[config.mk]
export PLATFORM = sky130hd
export DESIGN_NAME = ps_bus_bridge
export DESIGN_NICKNAME = d
export VERILOG_FILES = /design/src/sys_bus_pkg.sv /design/src/axi_pkg.sv /design/src/ps_bus_bridge.sv /design/src/sys_bus_sequencer.sv /design/src/axi_rd_channel.sv /design/src/axi_wr_channel.sv
export SDC_FILE = /design/constraint.sdc
export NUM_CORES = 1
export LEC_CHECK = 0
export BUFFER_PORTS_ARGS = -buffer_cell sky130_fd_sc_hd__buf_4
export CORE_MARGIN = 5
export CORE_UTILIZATION = 50
export CTS_BUF_LIST = sky130_fd_sc_hd__clkbuf_2 sky130_fd_sc_hd__clkbuf_4 sky130_fd_sc_hd__clkbuf_8
export DETAILED_ROUTE_END_ITERATION = 8
export HOLD_SLACK_MARGIN = 0.12
export PLACE_DENSITY = 0.79
export SYNTH_ARGS = -nofsm -noshare
export SYNTH_HDL_FRONTEND = slang
export SYNTH_SLANG_ARGS = --single-unit
[constraint.sdc]
create_clock -name axi_clk_i -period 9.85 [get_ports axi_clk_i]
set_input_delay 1.97 -clock axi_clk_i [delete_from_list [all_inputs] [get_ports axi_clk_i]]
set_output_delay 1.97 -clock axi_clk_i [all_outputs]
set_load 0.05 [all_outputs]
[src/sys_bus_pkg.sv]
//////////////////////////////////////////////////////////////////////
// System bus definitions
// widths, types and access timeout of the simple strobe/ack bus
//////////////////////////////////////////////////////////////////////

package sys_bus_pkg;

  localparam int unsigned SYS_ADDR_W = 32;
  localparam int unsigned SYS_DATA_W = 32;
  localparam int unsigned SYS_SEL_W  = SYS_DATA_W / 8;   // one bit per byte

  // cycles from strobe until an unanswered access is dropped
  localparam int unsigned SYS_TIMEOUT_CYCLES = 32;

  typedef logic [SYS_ADDR_W-1:0] sys_addr_t;    // bus address
  typedef logic [SYS_DATA_W-1:0] sys_data_t;    // bus data
  typedef logic [SYS_SEL_W-1:0]  sys_sel_t;     // byte select

  // timeout counter, counts busy cycles since the strobe
  typedef logic [$clog2(SYS_TIMEOUT_CYCLES)-1:0] sys_tmo_cnt_t;
  localparam sys_tmo_cnt_t SYS_TMO_LAST = sys_tmo_cnt_t'(SYS_TIMEOUT_CYCLES - 1);

  // sequencer FSM
  typedef enum logic {
    SEQ_IDLE = 1'b0,    // waiting for a request
    SEQ_BUSY = 1'b1     // strobe issued, waiting for ack
  } seq_state_t;

endpackage

[src/axi_pkg.sv]
//////////////////////////////////////////////////////////////////////
// AXI slave port definitions
// widths, vector types and response codes of the PS GP0 AXI3 port
// as seen by the bus bridge (single beat only)
//////////////////////////////////////////////////////////////////////

package axi_pkg;

  //////////////////////////////////////////////////////////////////////
  // field widths
  //////////////////////////////////////////////////////////////////////

  localparam int unsigned AXI_ID_W   = 12;         // GP0 master ID width
  localparam int unsigned AXI_ADDR_W = 32;         // byte address
  localparam int unsigned AXI_DATA_W = 32;         // one beat
  localparam int unsigned AXI_STRB_W = AXI_DATA_W / 8;
  localparam int unsigned AXI_LEN_W  = 4;          // AXI3 burst length
  localparam int unsigned AXI_RESP_W = 2;

  //////////////////////////////////////////////////////////////////////
  // types
  //////////////////////////////////////////////////////////////////////

  typedef logic [AXI_ID_W-1:0]   axi_id_t;         // transaction ID
  typedef logic [AXI_ADDR_W-1:0] axi_addr_t;       // byte address
  typedef logic [AXI_DATA_W-1:0] axi_data_t;       // data beat
  typedef logic [AXI_STRB_W-1:0] axi_strb_t;       // byte strobes
  typedef logic [AXI_LEN_W-1:0]  axi_len_t;        // must be zero here
  typedef logic [AXI_RESP_W-1:0] axi_resp_t;       // B/R response

  // response codes, EXOKAY and DECERR never returned
  localparam axi_resp_t RESP_OKAY   = 2'b00;
  localparam axi_resp_t RESP_SLVERR = 2'b10;

endpackage
[src/ps_bus_bridge.sv]
//////////////////////////////////////////////////////////////////////
// PS GP0 to system bus bridge
// AXI3 single beat slave, one write and one read in flight,
// sharing the system bus through the sequencer
//////////////////////////////////////////////////////////////////////

module ps_bus_bridge (
  input  logic                   axi_clk_i,
  input  logic                   rst_i,
  // AXI write address
  input  axi_pkg::axi_id_t       axi_awid_i,
  input  axi_pkg::axi_addr_t     axi_awaddr_i,
  input  axi_pkg::axi_len_t      axi_awlen_i,
  input  logic                   axi_awvalid_i,
  output logic                   axi_awready_o,
  // AXI write data
  input  axi_pkg::axi_data_t     axi_wdata_i,
  input  axi_pkg::axi_strb_t     axi_wstrb_i,
  input  logic                   axi_wlast_i,
  input  logic                   axi_wvalid_i,
  output logic                   axi_wready_o,
  // AXI write response
  output axi_pkg::axi_id_t       axi_bid_o,
  output axi_pkg::axi_resp_t     axi_bresp_o,
  output logic                   axi_bvalid_o,
  input  logic                   axi_bready_i,
  // AXI read address
  input  axi_pkg::axi_id_t       axi_arid_i,
  input  axi_pkg::axi_addr_t     axi_araddr_i,
  input  axi_pkg::axi_len_t      axi_arlen_i,
  input  logic                   axi_arvalid_i,
  output logic                   axi_arready_o,
  // AXI read data
  output axi_pkg::axi_id_t       axi_rid_o,
  output axi_pkg::axi_data_t     axi_rdata_o,
  output axi_pkg::axi_resp_t     axi_rresp_o,
  output logic                   axi_rlast_o,
  output logic                   axi_rvalid_o,
  input  logic                   axi_rready_i,
  // system bus
  output sys_bus_pkg::sys_addr_t sys_addr_o,
  output sys_bus_pkg::sys_data_t sys_wdata_o,
  output sys_bus_pkg::sys_sel_t  sys_sel_o,
  output logic                   sys_wen_o,
  output logic                   sys_ren_o,
  input  sys_bus_pkg::sys_data_t sys_rdata_i,
  input  logic                   sys_err_i,
  input  logic                   sys_ack_i
);

logic                   wr_req;     // write channel -> sequencer
sys_bus_pkg::sys_addr_t wr_addr;
sys_bus_pkg::sys_data_t wr_data;
sys_bus_pkg::sys_sel_t  wr_sel;
logic                   wr_done;
logic                   rd_req;     // read channel -> sequencer
sys_bus_pkg::sys_addr_t rd_addr;
logic                   rd_done;
logic                   xfer_err;   // shared result lines
sys_bus_pkg::sys_data_t xfer_rdata;

axi_wr_channel u_wr (
  .axi_clk_i (axi_clk_i), .rst_i (rst_i),
  .axi_awid_i (axi_awid_i), .axi_awaddr_i (axi_awaddr_i), .axi_awlen_i (axi_awlen_i),
  .axi_awvalid_i (axi_awvalid_i), .axi_awready_o (axi_awready_o),
  .axi_wdata_i (axi_wdata_i), .axi_wstrb_i (axi_wstrb_i), .axi_wlast_i (axi_wlast_i),
  .axi_wvalid_i (axi_wvalid_i), .axi_wready_o (axi_wready_o),
  .axi_bid_o (axi_bid_o), .axi_bresp_o (axi_bresp_o),
  .axi_bvalid_o (axi_bvalid_o), .axi_bready_i (axi_bready_i),
  .wr_req_o (wr_req), .wr_addr_o (wr_addr), .wr_data_o (wr_data), .wr_sel_o (wr_sel),
  .wr_done_i (wr_done), .xfer_err_i (xfer_err)
);

axi_rd_channel u_rd (
  .axi_clk_i (axi_clk_i), .rst_i (rst_i),
  .axi_arid_i (axi_arid_i), .axi_araddr_i (axi_araddr_i), .axi_arlen_i (axi_arlen_i),
  .axi_arvalid_i (axi_arvalid_i), .axi_arready_o (axi_arready_o),
  .axi_rid_o (axi_rid_o), .axi_rdata_o (axi_rdata_o), .axi_rresp_o (axi_rresp_o),
  .axi_rlast_o (axi_rlast_o), .axi_rvalid_o (axi_rvalid_o), .axi_rready_i (axi_rready_i),
  .rd_req_o (rd_req), .rd_addr_o (rd_addr),
  .rd_done_i (rd_done), .xfer_err_i (xfer_err), .xfer_rdata_i (xfer_rdata)
);

sys_bus_sequencer u_seq (
  .axi_clk_i (axi_clk_i), .rst_i (rst_i),
  .wr_req_i (wr_req), .wr_addr_i (wr_addr), .wr_data_i (wr_data), .wr_sel_i (wr_sel),
  .wr_done_o (wr_done),
  .rd_req_i (rd_req), .rd_addr_i (rd_addr), .rd_done_o (rd_done),
  .xfer_err_o (xfer_err), .xfer_rdata_o (xfer_rdata),
  .sys_addr_o (sys_addr_o), .sys_wdata_o (sys_wdata_o), .sys_sel_o (sys_sel_o),
  .sys_wen_o (sys_wen_o), .sys_ren_o (sys_ren_o),
  .sys_rdata_i (sys_rdata_i), .sys_err_i (sys_err_i), .sys_ack_i (sys_ack_i)
);

endmodule

[src/sys_bus_sequencer.sv]
//////////////////////////////////////////////////////////////////////
// System bus sequencer
// serves write and read requests one at a time with alternating
// priority, issues one strobe each and waits for ack or timeout
//////////////////////////////////////////////////////////////////////

module sys_bus_sequencer (
  input  logic                   axi_clk_i,
  input  logic                   rst_i,         // sync reset, active high
  // write channel
  input  logic                   wr_req_i,
  input  sys_bus_pkg::sys_addr_t wr_addr_i,
  input  sys_bus_pkg::sys_data_t wr_data_i,
  input  sys_bus_pkg::sys_sel_t  wr_sel_i,
  output logic                   wr_done_o,
  // read channel
  input  logic                   rd_req_i,
  input  sys_bus_pkg::sys_addr_t rd_addr_i,
  output logic                   rd_done_o,
  // result valid with either done pulse
  output logic                   xfer_err_o,
  output sys_bus_pkg::sys_data_t xfer_rdata_o,
  // system bus
  output sys_bus_pkg::sys_addr_t sys_addr_o,
  output sys_bus_pkg::sys_data_t sys_wdata_o,
  output sys_bus_pkg::sys_sel_t  sys_sel_o,
  output logic                   sys_wen_o,     // one cycle per access
  output logic                   sys_ren_o,
  input  sys_bus_pkg::sys_data_t sys_rdata_i,
  input  logic                   sys_err_i,
  input  logic                   sys_ack_i
);

sys_bus_pkg::seq_state_t   state_q;
sys_bus_pkg::sys_tmo_cnt_t tmo_cnt_q;   // cycles since strobe
logic                      cur_wr_q;    // access in flight is a write
logic                      last_wr_q;   // last served kind
logic                      wr_ok;
logic                      rd_ok;
logic                      pick_wr;
logic                      tmo;

// a channel finishing this cycle still shows its old request
assign wr_ok   = wr_req_i & ~wr_done_o;
assign rd_ok   = rd_req_i & ~rd_done_o;
assign pick_wr = wr_ok & (~rd_ok | ~last_wr_q);  // alternate on conflict
assign tmo     = (tmo_cnt_q == sys_bus_pkg::SYS_TMO_LAST);

//////////////////////////////////////////////////////////////////////
// FSM and strobes
//////////////////////////////////////////////////////////////////////

always_ff @(posedge axi_clk_i) begin
  if (rst_i) begin
    state_q   <= sys_bus_pkg::SEQ_IDLE;
    last_wr_q <= 1'b0;                          // first conflict goes to write
    sys_wen_o <= 1'b0;
    sys_ren_o <= 1'b0;
    wr_done_o <= 1'b0;
    rd_done_o <= 1'b0;
  end else begin
    sys_wen_o <= 1'b0;                          // pulses by default
    sys_ren_o <= 1'b0;
    wr_done_o <= 1'b0;
    rd_done_o <= 1'b0;
    case (state_q)
      sys_bus_pkg::SEQ_IDLE: begin
        if (wr_ok || rd_ok) begin
          state_q   <= sys_bus_pkg::SEQ_BUSY;
          last_wr_q <= pick_wr;
          sys_wen_o <= pick_wr;
          sys_ren_o <= ~pick_wr;
        end
      end
      sys_bus_pkg::SEQ_BUSY: begin
        if (sys_ack_i || tmo) begin             // ack wins over timeout
          state_q   <= sys_bus_pkg::SEQ_IDLE;
          wr_done_o <= cur_wr_q;
          rd_done_o <= ~cur_wr_q;
        end
      end
      default: state_q <= sys_bus_pkg::SEQ_IDLE;
    endcase
  end
end

// address, data and result payload
always_ff @(posedge axi_clk_i) begin
  if (state_q == sys_bus_pkg::SEQ_IDLE) begin
    tmo_cnt_q <= '0;
    cur_wr_q  <= pick_wr;
    if (pick_wr) begin
      sys_addr_o  <= wr_addr_i;
      sys_wdata_o <= wr_data_i;
      sys_sel_o   <= wr_sel_i;
    end else begin
      sys_addr_o  <= rd_addr_i;
      sys_sel_o   <= '1;                        // reads fetch the whole word
    end
  end else begin
    tmo_cnt_q    <= tmo_cnt_q + 1'b1;
    xfer_err_o   <= ~sys_ack_i | sys_err_i;     // timeout counts as error
    xfer_rdata_o <= sys_ack_i ? sys_rdata_i : '0;
  end
end

//////////////////////////////////////////////////////////////////////
// checks
//////////////////////////////////////////////////////////////////////

// each strobe serves a request that is still held
a_one_strobe : assert property (@(posedge axi_clk_i) disable iff (rst_i)
  sys_wen_o |-> (!sys_ren_o && wr_req_i));

a_rd_strobe : assert property (@(posedge axi_clk_i) disable iff (rst_i)
  sys_ren_o |-> (!sys_wen_o && rd_req_i));

// done pulse answers the request of its own kind
a_done_after_busy : assert property (@(posedge axi_clk_i) disable iff (rst_i)
  wr_done_o |-> ($past(state_q == sys_bus_pkg::SEQ_BUSY) && wr_req_i));

a_rd_done_busy : assert property (@(posedge axi_clk_i) disable iff (rst_i)
  rd_done_o |-> ($past(state_q == sys_bus_pkg::SEQ_BUSY) && rd_req_i));

endmodule

[src/axi_rd_channel.sv]
//////////////////////////////////////////////////////////////////////
// AXI read channel
// takes one AR beat, asks the sequencer for a bus read and
// returns a single R beat with the AR ID
//////////////////////////////////////////////////////////////////////

module axi_rd_channel (
  input  logic                   axi_clk_i,     // GP0 clock
  input  logic                   rst_i,         // sync reset, active high
  // read address
  input  axi_pkg::axi_id_t       axi_arid_i,
  input  axi_pkg::axi_addr_t     axi_araddr_i,
  input  axi_pkg::axi_len_t      axi_arlen_i,   // single beat only
  input  logic                   axi_arvalid_i,
  output logic                   axi_arready_o,
  // read data
  output axi_pkg::axi_id_t       axi_rid_o,
  output axi_pkg::axi_data_t     axi_rdata_o,
  output axi_pkg::axi_resp_t     axi_rresp_o,
  output logic                   axi_rlast_o,
  output logic                   axi_rvalid_o,
  input  logic                   axi_rready_i,
  // sequencer side
  output logic                   rd_req_o,      // held until rd_done_i
  output sys_bus_pkg::sys_addr_t rd_addr_o,
  input  logic                   rd_done_i,     // one cycle pulse
  input  logic                   xfer_err_i,
  input  sys_bus_pkg::sys_data_t xfer_rdata_i   // zero after timeout
);

logic ar_hs;
logic r_hs;
logic ar_held_q;    // address captured, transaction open

assign ar_hs = axi_arvalid_i & axi_arready_o;
assign r_hs  = axi_rvalid_o  & axi_rready_i;

assign axi_arready_o = ~ar_held_q;
assign axi_rlast_o   = axi_rvalid_o;            // every beat is the last

always_ff @(posedge axi_clk_i) begin
  if (rst_i) begin
    ar_held_q    <= 1'b0;
    rd_req_o     <= 1'b0;
    axi_rvalid_o <= 1'b0;
  end else begin
    if (r_hs)
      ar_held_q <= 1'b0;
    else if (ar_hs)
      ar_held_q <= 1'b1;
    if (rd_done_i)
      rd_req_o <= 1'b0;
    else if (ar_held_q && !axi_rvalid_o)
      rd_req_o <= 1'b1;                         // one cycle after capture
    if (rd_done_i)
      axi_rvalid_o <= 1'b1;
    else if (r_hs)
      axi_rvalid_o <= 1'b0;
  end
end

// payload regs
always_ff @(posedge axi_clk_i) begin
  if (ar_hs) begin
    axi_rid_o <= axi_arid_i;
    rd_addr_o <= axi_araddr_i;
  end
  if (rd_done_i) begin
    axi_rdata_o <= xfer_rdata_i;
    axi_rresp_o <= xfer_err_i ? axi_pkg::RESP_SLVERR : axi_pkg::RESP_OKAY;
  end
end

a_arlen_zero : assert property (@(posedge axi_clk_i) disable iff (rst_i)
  ar_hs |-> (axi_arlen_i == '0));

endmodule

[src/axi_wr_channel.sv]
//////////////////////////////////////////////////////////////////////
// AXI write channel
// takes one AW and one W beat in any order, asks the sequencer
// for a bus write and returns the B response with the AW ID
//////////////////////////////////////////////////////////////////////

module axi_wr_channel (
  input  logic                  axi_clk_i,      // GP0 clock
  input  logic                  rst_i,          // sync reset, active high
  // write address
  input  axi_pkg::axi_id_t      axi_awid_i,
  input  axi_pkg::axi_addr_t    axi_awaddr_i,
  input  axi_pkg::axi_len_t     axi_awlen_i,    // single beat only
  input  logic                  axi_awvalid_i,
  output logic                  axi_awready_o,
  // write data
  input  axi_pkg::axi_data_t    axi_wdata_i,
  input  axi_pkg::axi_strb_t    axi_wstrb_i,
  input  logic                  axi_wlast_i,
  input  logic                  axi_wvalid_i,
  output logic                  axi_wready_o,
  // write response
  output axi_pkg::axi_id_t      axi_bid_o,
  output axi_pkg::axi_resp_t    axi_bresp_o,
  output logic                  axi_bvalid_o,
  input  logic                  axi_bready_i,
  // sequencer side
  output logic                  wr_req_o,       // held until wr_done_i
  output sys_bus_pkg::sys_addr_t wr_addr_o,
  output sys_bus_pkg::sys_data_t wr_data_o,
  output sys_bus_pkg::sys_sel_t  wr_sel_o,
  input  logic                  wr_done_i,      // one cycle pulse
  input  logic                  xfer_err_i      // valid with wr_done_i
);

logic aw_hs;        // address accepted
logic w_hs;         // data accepted
logic b_hs;         // response taken
logic aw_held_q;
logic w_held_q;

assign aw_hs = axi_awvalid_i & axi_awready_o;
assign w_hs  = axi_wvalid_i  & axi_wready_o;
assign b_hs  = axi_bvalid_o  & axi_bready_i;

// each side stalls once it holds its beat
assign axi_awready_o = ~aw_held_q;
assign axi_wready_o  = ~w_held_q;

//////////////////////////////////////////////////////////////////////
// control
//////////////////////////////////////////////////////////////////////

always_ff @(posedge axi_clk_i) begin
  if (rst_i) begin
    aw_held_q    <= 1'b0;
    w_held_q     <= 1'b0;
    wr_req_o     <= 1'b0;
    axi_bvalid_o <= 1'b0;
  end else begin
    if (b_hs) begin                             // transaction closed
      aw_held_q <= 1'b0;
      w_held_q  <= 1'b0;
    end else begin
      if (aw_hs) aw_held_q <= 1'b1;
      if (w_hs)  w_held_q  <= 1'b1;
    end
    if (wr_done_i)
      wr_req_o <= 1'b0;
    else if (aw_held_q && w_held_q && !axi_bvalid_o)
      wr_req_o <= 1'b1;                         // both halves present
    if (wr_done_i)
      axi_bvalid_o <= 1'b1;
    else if (b_hs)
      axi_bvalid_o <= 1'b0;
  end
end

// payload, loaded on handshake and held
always_ff @(posedge axi_clk_i) begin
  if (aw_hs) begin
    axi_bid_o <= axi_awid_i;                    // echoed in B
    wr_addr_o <= axi_awaddr_i;
  end
  if (w_hs) begin
    wr_data_o <= axi_wdata_i;
    wr_sel_o  <= axi_wstrb_i;                   // strobes map to byte select
  end
  if (wr_done_i)
    axi_bresp_o <= xfer_err_i ? axi_pkg::RESP_SLVERR : axi_pkg::RESP_OKAY;
end

//////////////////////////////////////////////////////////////////////
// protocol checks
//////////////////////////////////////////////////////////////////////

a_awlen_zero : assert property (@(posedge axi_clk_i) disable iff (rst_i)
  aw_hs |-> (axi_awlen_i == '0));

a_wlast_set : assert property (@(posedge axi_clk_i) disable iff (rst_i)
  w_hs |-> axi_wlast_i);

endmodule

## Yosys cells after proc, flatten, opt, wreduce, memory -nomap -nowiden

Cells that the tools add are included.
Widths: inputs -> output; s select.

| storage, ports and cells | value |
|---|---|
| register bits | 280 |
| input bits | 174 |
| output and inout port bits | 136 |
| word-level logic and storage cells | 80 |

| operators by class | value |
|---|---|
| $add $sub $neg | 1 |
| equal/unequal tests | 1 |
| mux-type cells | 9 |
| bitwise operators | 23 |
| reductions and logical operators | 17 |

Operators with widths:

| cell | count |
|---|---|
| $mux 32 | 1 |
| $not 1->1 | 13 |
| $and 1x1->1 | 8 |
| $reduce_or 2->1 | 4 |
| $mux 1 | 6 |
| $reduce_or 3->1 | 2 |
| $add 5x1->5 const B | 1 |
| $eq 5x5->1 const B | 1 |
| $reduce_and 2->1 | 2 |
| $reduce_bool 2->1 | 2 |
| $logic_and 1x1->1 | 3 |
| $logic_not 1->1 | 2 |
| $logic_or 1x1->1 | 2 |
| $mux 2 | 1 |
| $or 1x1->1 | 2 |
| $pmux 1 s2 | 1 |

## Longest topological paths before layout

Gate-level depths: netlist of the first run.

| depth | value |
|---|---|
| depth in word-level cells | 6 |
| mapped depth | 6 |
| gate-level depth less buffers | 6 |

## Modules after synthesis

From an unflattened synthesis of the first run, not the netlist that was laid out.

| unflattened totals | value |
|---|---|
| cells, all modules | 412 |
| area, all modules | 9,220.1 um2 |

Modules (own cells, without submodules):

| module | instances | cells each | area each (um2) | sequential area each (um2) |
|---|---|---|---|---|
| sys_bus_sequencer | 1 | 219 | 4,165.2 | 3,283.1 |
| axi_wr_channel | 1 | 100 | 2,602.5 | 2,512.4 |
| axi_rd_channel | 1 | 93 | 2,452.4 | 2,372.3 |

## Worst setup path before layout of the first run

Ideal clock, no wire load.

| timing | value |
|---|---|
| path kind | input-to-reg |
| from | input axi_arvalid_i |
| to | register u_rd.axi_rid_o[0], enable pin |
| setup time | 0.451 ns |
| data arrival time | 3.930 ns |
| required time | 9.399 ns |
| slack | 5.469 ns |
| stages | 1 |
| path buffers | 0 |
| path through | nor2b_1 |

| between the ends | value |
|---|---|
| cells in the longest elaborated chain, start to end | 1 |

RTL lines:

| what | RTL line | text |
|---|---|---|
| from (decl) | ps_bus_bridge.sv:31 | `input logic axi_arvalid_i,` |
| $and 1x1->1 | axi_rd_channel.sv:35 | `assign ar_hs = axi_arvalid_i & axi_arready_o;` |
| to (signal assigned) | axi_rd_channel.sv:65 | `axi_rid_o <= axi_arid_i;` |
| to (decl) | axi_rd_channel.sv:17 | `output axi_pkg::axi_id_t axi_rid_o,` |

Every way passes these cells.
A chain may end at the register's enable or synchronous reset.

## Worst setup path after layout of the first run

| timing | value |
|---|---|
| from | register u_rd.ar_held_q |
| to | output axi_arready_o |

| between the ends | value |
|---|---|
| cells in the longest elaborated chain, start to end | 1 |

RTL lines:

| what | RTL line | text |
|---|---|---|
| from (decl) | axi_rd_channel.sv:33 | `logic ar_held_q;` |
| from (signal assigned) | axi_rd_channel.sv:43 | `ar_held_q <= 1'b0;` |
| from (signal assigned) | axi_rd_channel.sv:48 | `ar_held_q <= 1'b0;` |
| from (signal assigned) | axi_rd_channel.sv:50 | `ar_held_q <= 1'b1;` |
| $not 1->1 | axi_rd_channel.sv:38 | `assign axi_arready_o = ~ar_held_q;` |
| to (decl) | ps_bus_bridge.sv:32 | `output logic axi_arready_o,` |

Every way passes these cells.

==> qor.csv, run 1 <==
metric;value;unit
Met2 Wirelength;9900;µm
sequential area share after synthesis;0.890;
floorplan core area;0.0180;mm²
Antenna Cells;0;
Synth Register Bits;278;
critical path's top delay family;flip-flops;
fillers;1166;
largest net degree at the start of global routing;45;
Chip Height;145;µm
Synth area leader;edfxtp_1;
Leak;4.88;nW
drt first pass iters;4;
achievable clock frequency;312;MHz
Metal-1 WL;7180;µm
DRC Markers;0;
worst skew pair latency;0.53;ns
Tmin final;3.21;ns
first-pass GRT wire length;29700;µm
initial antenna violation count;0;
Buf/Inv on CP;2;
CP max FO;4;
Die ar.;0.0212;mm²
DP HPWL;13500;µm
vias post-DR;4861;
Hold Slack;0.413;ns
Crit Path Class;reg2out;
metal3 WL;1990;µm
Port-buffer cells;298;
outcome;finished clean;
share of Yosys cell area claimed by the top area cell type;0.851;
final period utilization;0.326;
share of cells above drive strength 1;0.526;
Synth cell types;33;
routed wire length;19500;µm
multi-input logic area;923;µm²
Nets;927;
worst vdd rail ir drop;0.000186;V
Synth-to-Final Area Change;36.5;%
CP max-delay cell;dfxtp_1;
post-CTS setup buffer count;0;
hold crit path type;reg2reg;
RSZ-0062 raised after global routing;false;
Post-DRT Antenna Nets;0;
Reg area;0.00817;mm²
Power Total;0.00260;W
CTS HTree Levels;2;
vias per std cell;4.82;
Overflow after GRT;0;
CTS Hold Bufs;0;
Critical Path Source Type;flip-flop;
Final Max Slew Viols;0;
max capacitance violation total;0;
final setup vio count;0;
vias in the first global route;5332;
clk slew on worst S/H paths;0.06;ns
final worst slack;6.64;ns
Resize count post-CTS;0;
Avg Cell Area, Syn;22.3;µm²
Clock Tree Root;clkbuf_8;
chip width;145;µm
CP endpoint kind;output pin;
Wirelength per Cell;19.4;µm
CP Data Required Time;7.88;ns
total negative slack;0;ns
post-place setup slack;6.57;ns
post-synthesis cell area;0.00918;mm²
PD cells;207;mW/mm²
Top Layer Used;met4;
clock tree buffer depth;3;
Hold Fails Final Rpt;0;
Area contributors post-synth;edfxtp_1, dfxtp_1, mux2_2;
GRT Total Usage;0.180;
I/O pins;310;
fin util;0.695;
DR iter-0 viols;193;
Slew @ Worst Pin;1.00;ns
TritonCTS Buffers;45;
Clock Sinks;278;
CTS tree;yes;
cells along the critical path;inv_1 -> buf_4;
Ys Warns;0;
crit path DAT;1.24;ns
initial core utilization;0.509;
Core Rows;49;
routability cong.;0.738;
most common library cell in the layout ignoring fill and taps;buf_4;
clock skew;0.0204;ns
relative slew slack;0.332;
most frequent cells in the layout;buf_4, edfxtp_1, clkbuf_8;
CP peak stage delay;0.42;ns
Syn Inst Count;411;
## cell usage after synthesis (all sizes together)
master	instances
a211oi	1
a21o	1
a21oi	6
a31oi	2
and2	35
and3	1
buf	7
clkbuf	5
conb	1
dfxtp	18
edfxtp	260
ha	2
inv	8
mux2	32
nand2	1
nand2b	8
nand3	1
nor2	7
nor2b	3
nor3	2
nor3b	1
nor4	2
nor4b	1
o21a	2
o21ai	1
or3	1
xnor2	1
xor2	1
## cells by family (layout without fill, tap and decap cells)
logic type,after synthesis,after routing,synth area share
AND/OR/NAND/NOR,63,63,0.0421
buffers and inverters,20,387,0.0120
multiplexers,32,32,0.0405
XOR/XNOR,2,2,0.00191
other,1,2,0.000409
AO/OA/AOI/OAI,13,13,0.0101
adder cells (fa/ha/maj),2,2,0.00273
flip-flops,278,278,0.890
## worst reg2reg max path, stage by stage, from the launching register on
cell and delay (ns):
dfxtp_2 0.93, inv_2 0.38, buf_4 0.38, and2_1 0.21, buf_4 0.25
## power by group
part	switching [W]	internal, W
Clock	0.000411	0.000503
Combinational	0.000177	0.0000999
Sequential	0.0000280	0.00138
## stage by stage
stage | cells | cell area, µm²
after floorplan | 412 | 9180
after global placement | 933 | 11700
after detailed placement | 933 | 11700
after CTS | 1008 | 12500
after global routing | 1008 | 12500
final | 1008 | 12500
## final timing paths
check                           from                    end  slack (ns)  cells past startpoint
setup reg to reg       u_seq.state_q  u_seq.sys_wdata_o[30]        7.40                      4
setup / recovery      u_rd.ar_held_q          axi_arready_o        6.64                      2
hold / removal    u_wr.wr_data_o[11]  u_seq.sys_wdata_o[11]        0.41                      0
hold reg to reg   u_wr.wr_data_o[11]  u_seq.sys_wdata_o[11]        0.41                      0
## layer usage
layer | vias up | global-route usage
met4 | 0 | 0.0742
met3 | 36 | 0.0685
met1 | 2316 | 0.212
met5 | - | 0
li1 | 2247 | -
met2 | 262 | 0.300
## sequential cells by signal, indices dropped and copies added, names as in the netlist, 4 cells and up
signal              count
u_seq.tmo_cnt_q         5
u_wr.wr_data_o         32
u_wr.wr_addr_o         32
u_rd.rd_addr_o         32
u_wr.wr_sel_o           4
u_seq.sys_wdata_o      32
u_seq.sys_sel_o         4
u_seq.xfer_rdata_o     32
u_rd.axi_rid_o         12
u_rd.axi_rdata_o       32
u_wr.axi_bid_o         12
u_seq.sys_addr_o       32
## final cells by class
cell class                 instances  share of cell area
clock buffer                      57              0.0577
tap                              229              0.0229
timing repair buffer             304               0.182
clock inverter                    18             0.00849
multi-input combinational        114              0.0738
sequential                       278               0.653
inverter                           8             0.00240
Power figures use the tool's default switching activity.
==> run 2: changes to the inputs <==
--- a/config.mk
+++ b/config.mk
@@ -7,11 +7,11 @@
 export LEC_CHECK = 0
 export BUFFER_PORTS_ARGS = -buffer_cell sky130_fd_sc_hd__buf_4
 export CORE_MARGIN = 5
-export CORE_UTILIZATION = 50
+export CORE_UTILIZATION = 47
 export CTS_BUF_LIST = sky130_fd_sc_hd__clkbuf_2 sky130_fd_sc_hd__clkbuf_4 sky130_fd_sc_hd__clkbuf_8
 export DETAILED_ROUTE_END_ITERATION = 8
 export HOLD_SLACK_MARGIN = 0.12
-export PLACE_DENSITY = 0.79
+export PLACE_DENSITY = 0.78
 export SYNTH_ARGS = -nofsm -noshare
 export SYNTH_HDL_FRONTEND = slang
 export SYNTH_SLANG_ARGS = --single-unit
==> constraint.sdc (replaced) <==
create_clock -name axi_clk_i -period 2.9 [get_ports axi_clk_i]
set_input_delay 0.58 -clock axi_clk_i [delete_from_list [all_inputs] [get_ports axi_clk_i]]
set_output_delay 0.58 -clock axi_clk_i [all_outputs]
set_load 0.05 [all_outputs]
==> run 2 against run 1 <==
  * Via count decreased by 1.0%
  * Global-route usage decreased by 1.3 points
  * Final cell count increased by 3.7%
  * Sequential share of layout area shrank 0.40 points
  * Sequential power grew to 3.4 times the previous value
  * Die area is 5.9% higher
  * Worst setup slack got worse by 5.7 ns
  * Largest power group unchanged
  * Core utilization down 4.3 points
  * First-iteration DRC count is 13% lower
  * Critical path depth rose by 1
  * Total power rose to 3.4 times the previous value
  * Count of clock-buffer cells in the layout unchanged
==> qor.csv, run 2 (synthesis results as in run 1) <==
metric;value;unit;change
CTS tree;yes;;
routed wire length;19100;µm;-2.1%
Final Max Slew Viols;0;;unchanged
Critical Path Source Type;flip-flop;;
CTS HTree Levels;2;;unchanged
I/O pins;310;;unchanged
Clock Sinks;278;;unchanged
Core Rows;51;;+4.1%
drt first pass iters;4;;unchanged
clk slew on worst S/H paths;0.07;ns;about the same
final setup vio count;0;;unchanged
Die ar.;0.0224;mm²;+5.9%
worst skew pair latency;0.53;ns;about the same
share of cells above drive strength 1;0.529;;+0.00317
Overflow after GRT;0;;unchanged
Wirelength per Cell;18.3;µm;-5.6%
routability cong.;0.781;;+5.9%
Slew @ Worst Pin;0.952;ns;-0.0477 ns
most frequent cells in the layout;buf_4, edfxtp_1, clkbuf_8;;
CP max FO;32;;+28
CP endpoint kind;flip-flop;;
DR iter-0 viols;168;;-13%
vias in the first global route;5247;;-1.6%
largest net degree at the start of global routing;45;;unchanged
achievable clock frequency;507;MHz;
relative slew slack;0.364;;+0.0319
DP HPWL;13200;µm;-2.2%
Synth-to-Final Area Change;37.3;%;
initial antenna violation count;0;;unchanged
TritonCTS Buffers;43;;-4.4%
Crit Path Class;reg2reg;;
Nets;925;;-0.22%
worst vdd rail ir drop;0.000425;V;+130%
Leak;4.89;nW;+0.31%
first-pass GRT wire length;28400;µm;-4.5%
Hold Fails Final Rpt;0;;unchanged
Post-DRT Antenna Nets;0;;unchanged
fin util;0.652;;-0.0430
total negative slack;0;ns;unchanged
max capacitance violation total;0;;unchanged
outcome;finished clean;;
RSZ-0062 raised after global routing;false;;
crit path DAT;2.12;ns;+0.88 ns
PD cells;708;mW/mm²;+240%
floorplan core area;0.0193;mm²;+7.3%
final period utilization;0.680;;
most common library cell in the layout ignoring fill and taps;buf_4;;
DRC Markers;0;;unchanged
vias post-DR;4810;;-1.0%
fillers;1300;;+11%
initial core utilization;0.475;;-0.0345
hold crit path type;in2reg;;
Resize count post-CTS;0;;unchanged
chip width;150;µm;+2.9%
CTS Hold Bufs;0;;unchanged
post-CTS setup buffer count;0;;unchanged
Port-buffer cells;298;;unchanged
clock tree buffer depth;3;;unchanged
CP Data Required Time;3.05;ns;-4.83 ns
vias per std cell;4.60;;-4.6%
clock skew;0.0149;ns;-0.00542 ns
Clock Tree Root;clkbuf_8;;
Tmin final;1.97;ns;
GRT Total Usage;0.167;;-0.0134
Antenna Cells;0;;unchanged
Chip Height;150;µm;+2.9%
run 2: cell count changes in the layout (fill, tap and decap cells not counted):
cell and delta:
and2_2 +1, clkbuf_4 +2, clkbuf_8 -2, clkinv_2 +1
and2_1 -1, buf_12 +1, bufinv_16 +1, buf_4 -1
clkinv_1 -1
run 2: cell type report:
class,count,area [µm²],share of cell area
sequential,278,8170,0.648
timing repair buffer,304,2290,0.182
tap,265,332,0.0263
clock inverter,19,138,0.0109
clock buffer,57,709,0.0563
inverter,8,30.0,0.00238
multi-input combinational,114,925,0.0734
run 2: worst paths after layout:
path	start	to	slack, ns	depth (start not counted)
min reg2reg	u_seq.xfer_rdata_o[2]	u_rd.axi_rdata_o[2]	0.41	0
max	u_seq.wr_done_o	u_seq.sys_wdata_o[27]	0.93	3
min	axi_wdata_i[0]	u_wr.wr_data_o[0]	0.23	1
max reg2reg	u_seq.wr_done_o	u_seq.sys_wdata_o[27]	0.93	3
run 2: metal layers:
| metal | wire [µm] | track usage | vias to the layer above |
|---|---|---|---|
| li1 | - | - | 2243 |
| met1 | 6940 | 0.193 | 2286 |
| met2 | 9570 | 0.283 | 247 |
| met3 | 2230 | 0.0736 | 34 |
| met4 | 368 | 0.0494 | 0 |
| met5 | 0 | 0 | - |
run 2: metrics by stage:
step / instance area, µm² / setup WS [ns] / hold WS (ns) / cells / power [W]
finish: 12600 / 0.927 / 0.227 / 1045 / 0.00892
detailed placement: 11800 / 0.901 / 0.405 / 969 / 0.00581
global placement: 11800 / 0.972 / 0.400 / 969 / 0.00578
floorplan: 9190 / 0.0724 / 0.400 / 412 / 0.00538
CTS: 12600 / 0.890 / 0.184 / 1045 / 0.00904
global route: 12600 / 0.762 / 0.179 / 1045 / 0.00928
run 2: power by group:
group | internal [W] | total (W) | leakage (nW) | switching (W)
clock | 0.00177 | 0.00320 | 0.451 | 0.00143
sequential | 0.00468 | 0.00475 | 2.61 | 0.0000745
combinational | 0.000342 | 0.000963 | 1.83 | 0.000621
total | 0.00679 | 0.00892 | 4.89 | 0.00212
run 2: worst max-delay path, cell delays in order (launching register included):
cell and delay, ns:
dfxtp_1 0.35, nand2b_4 0.18, a31oi_4 0.34, and2_2 0.71
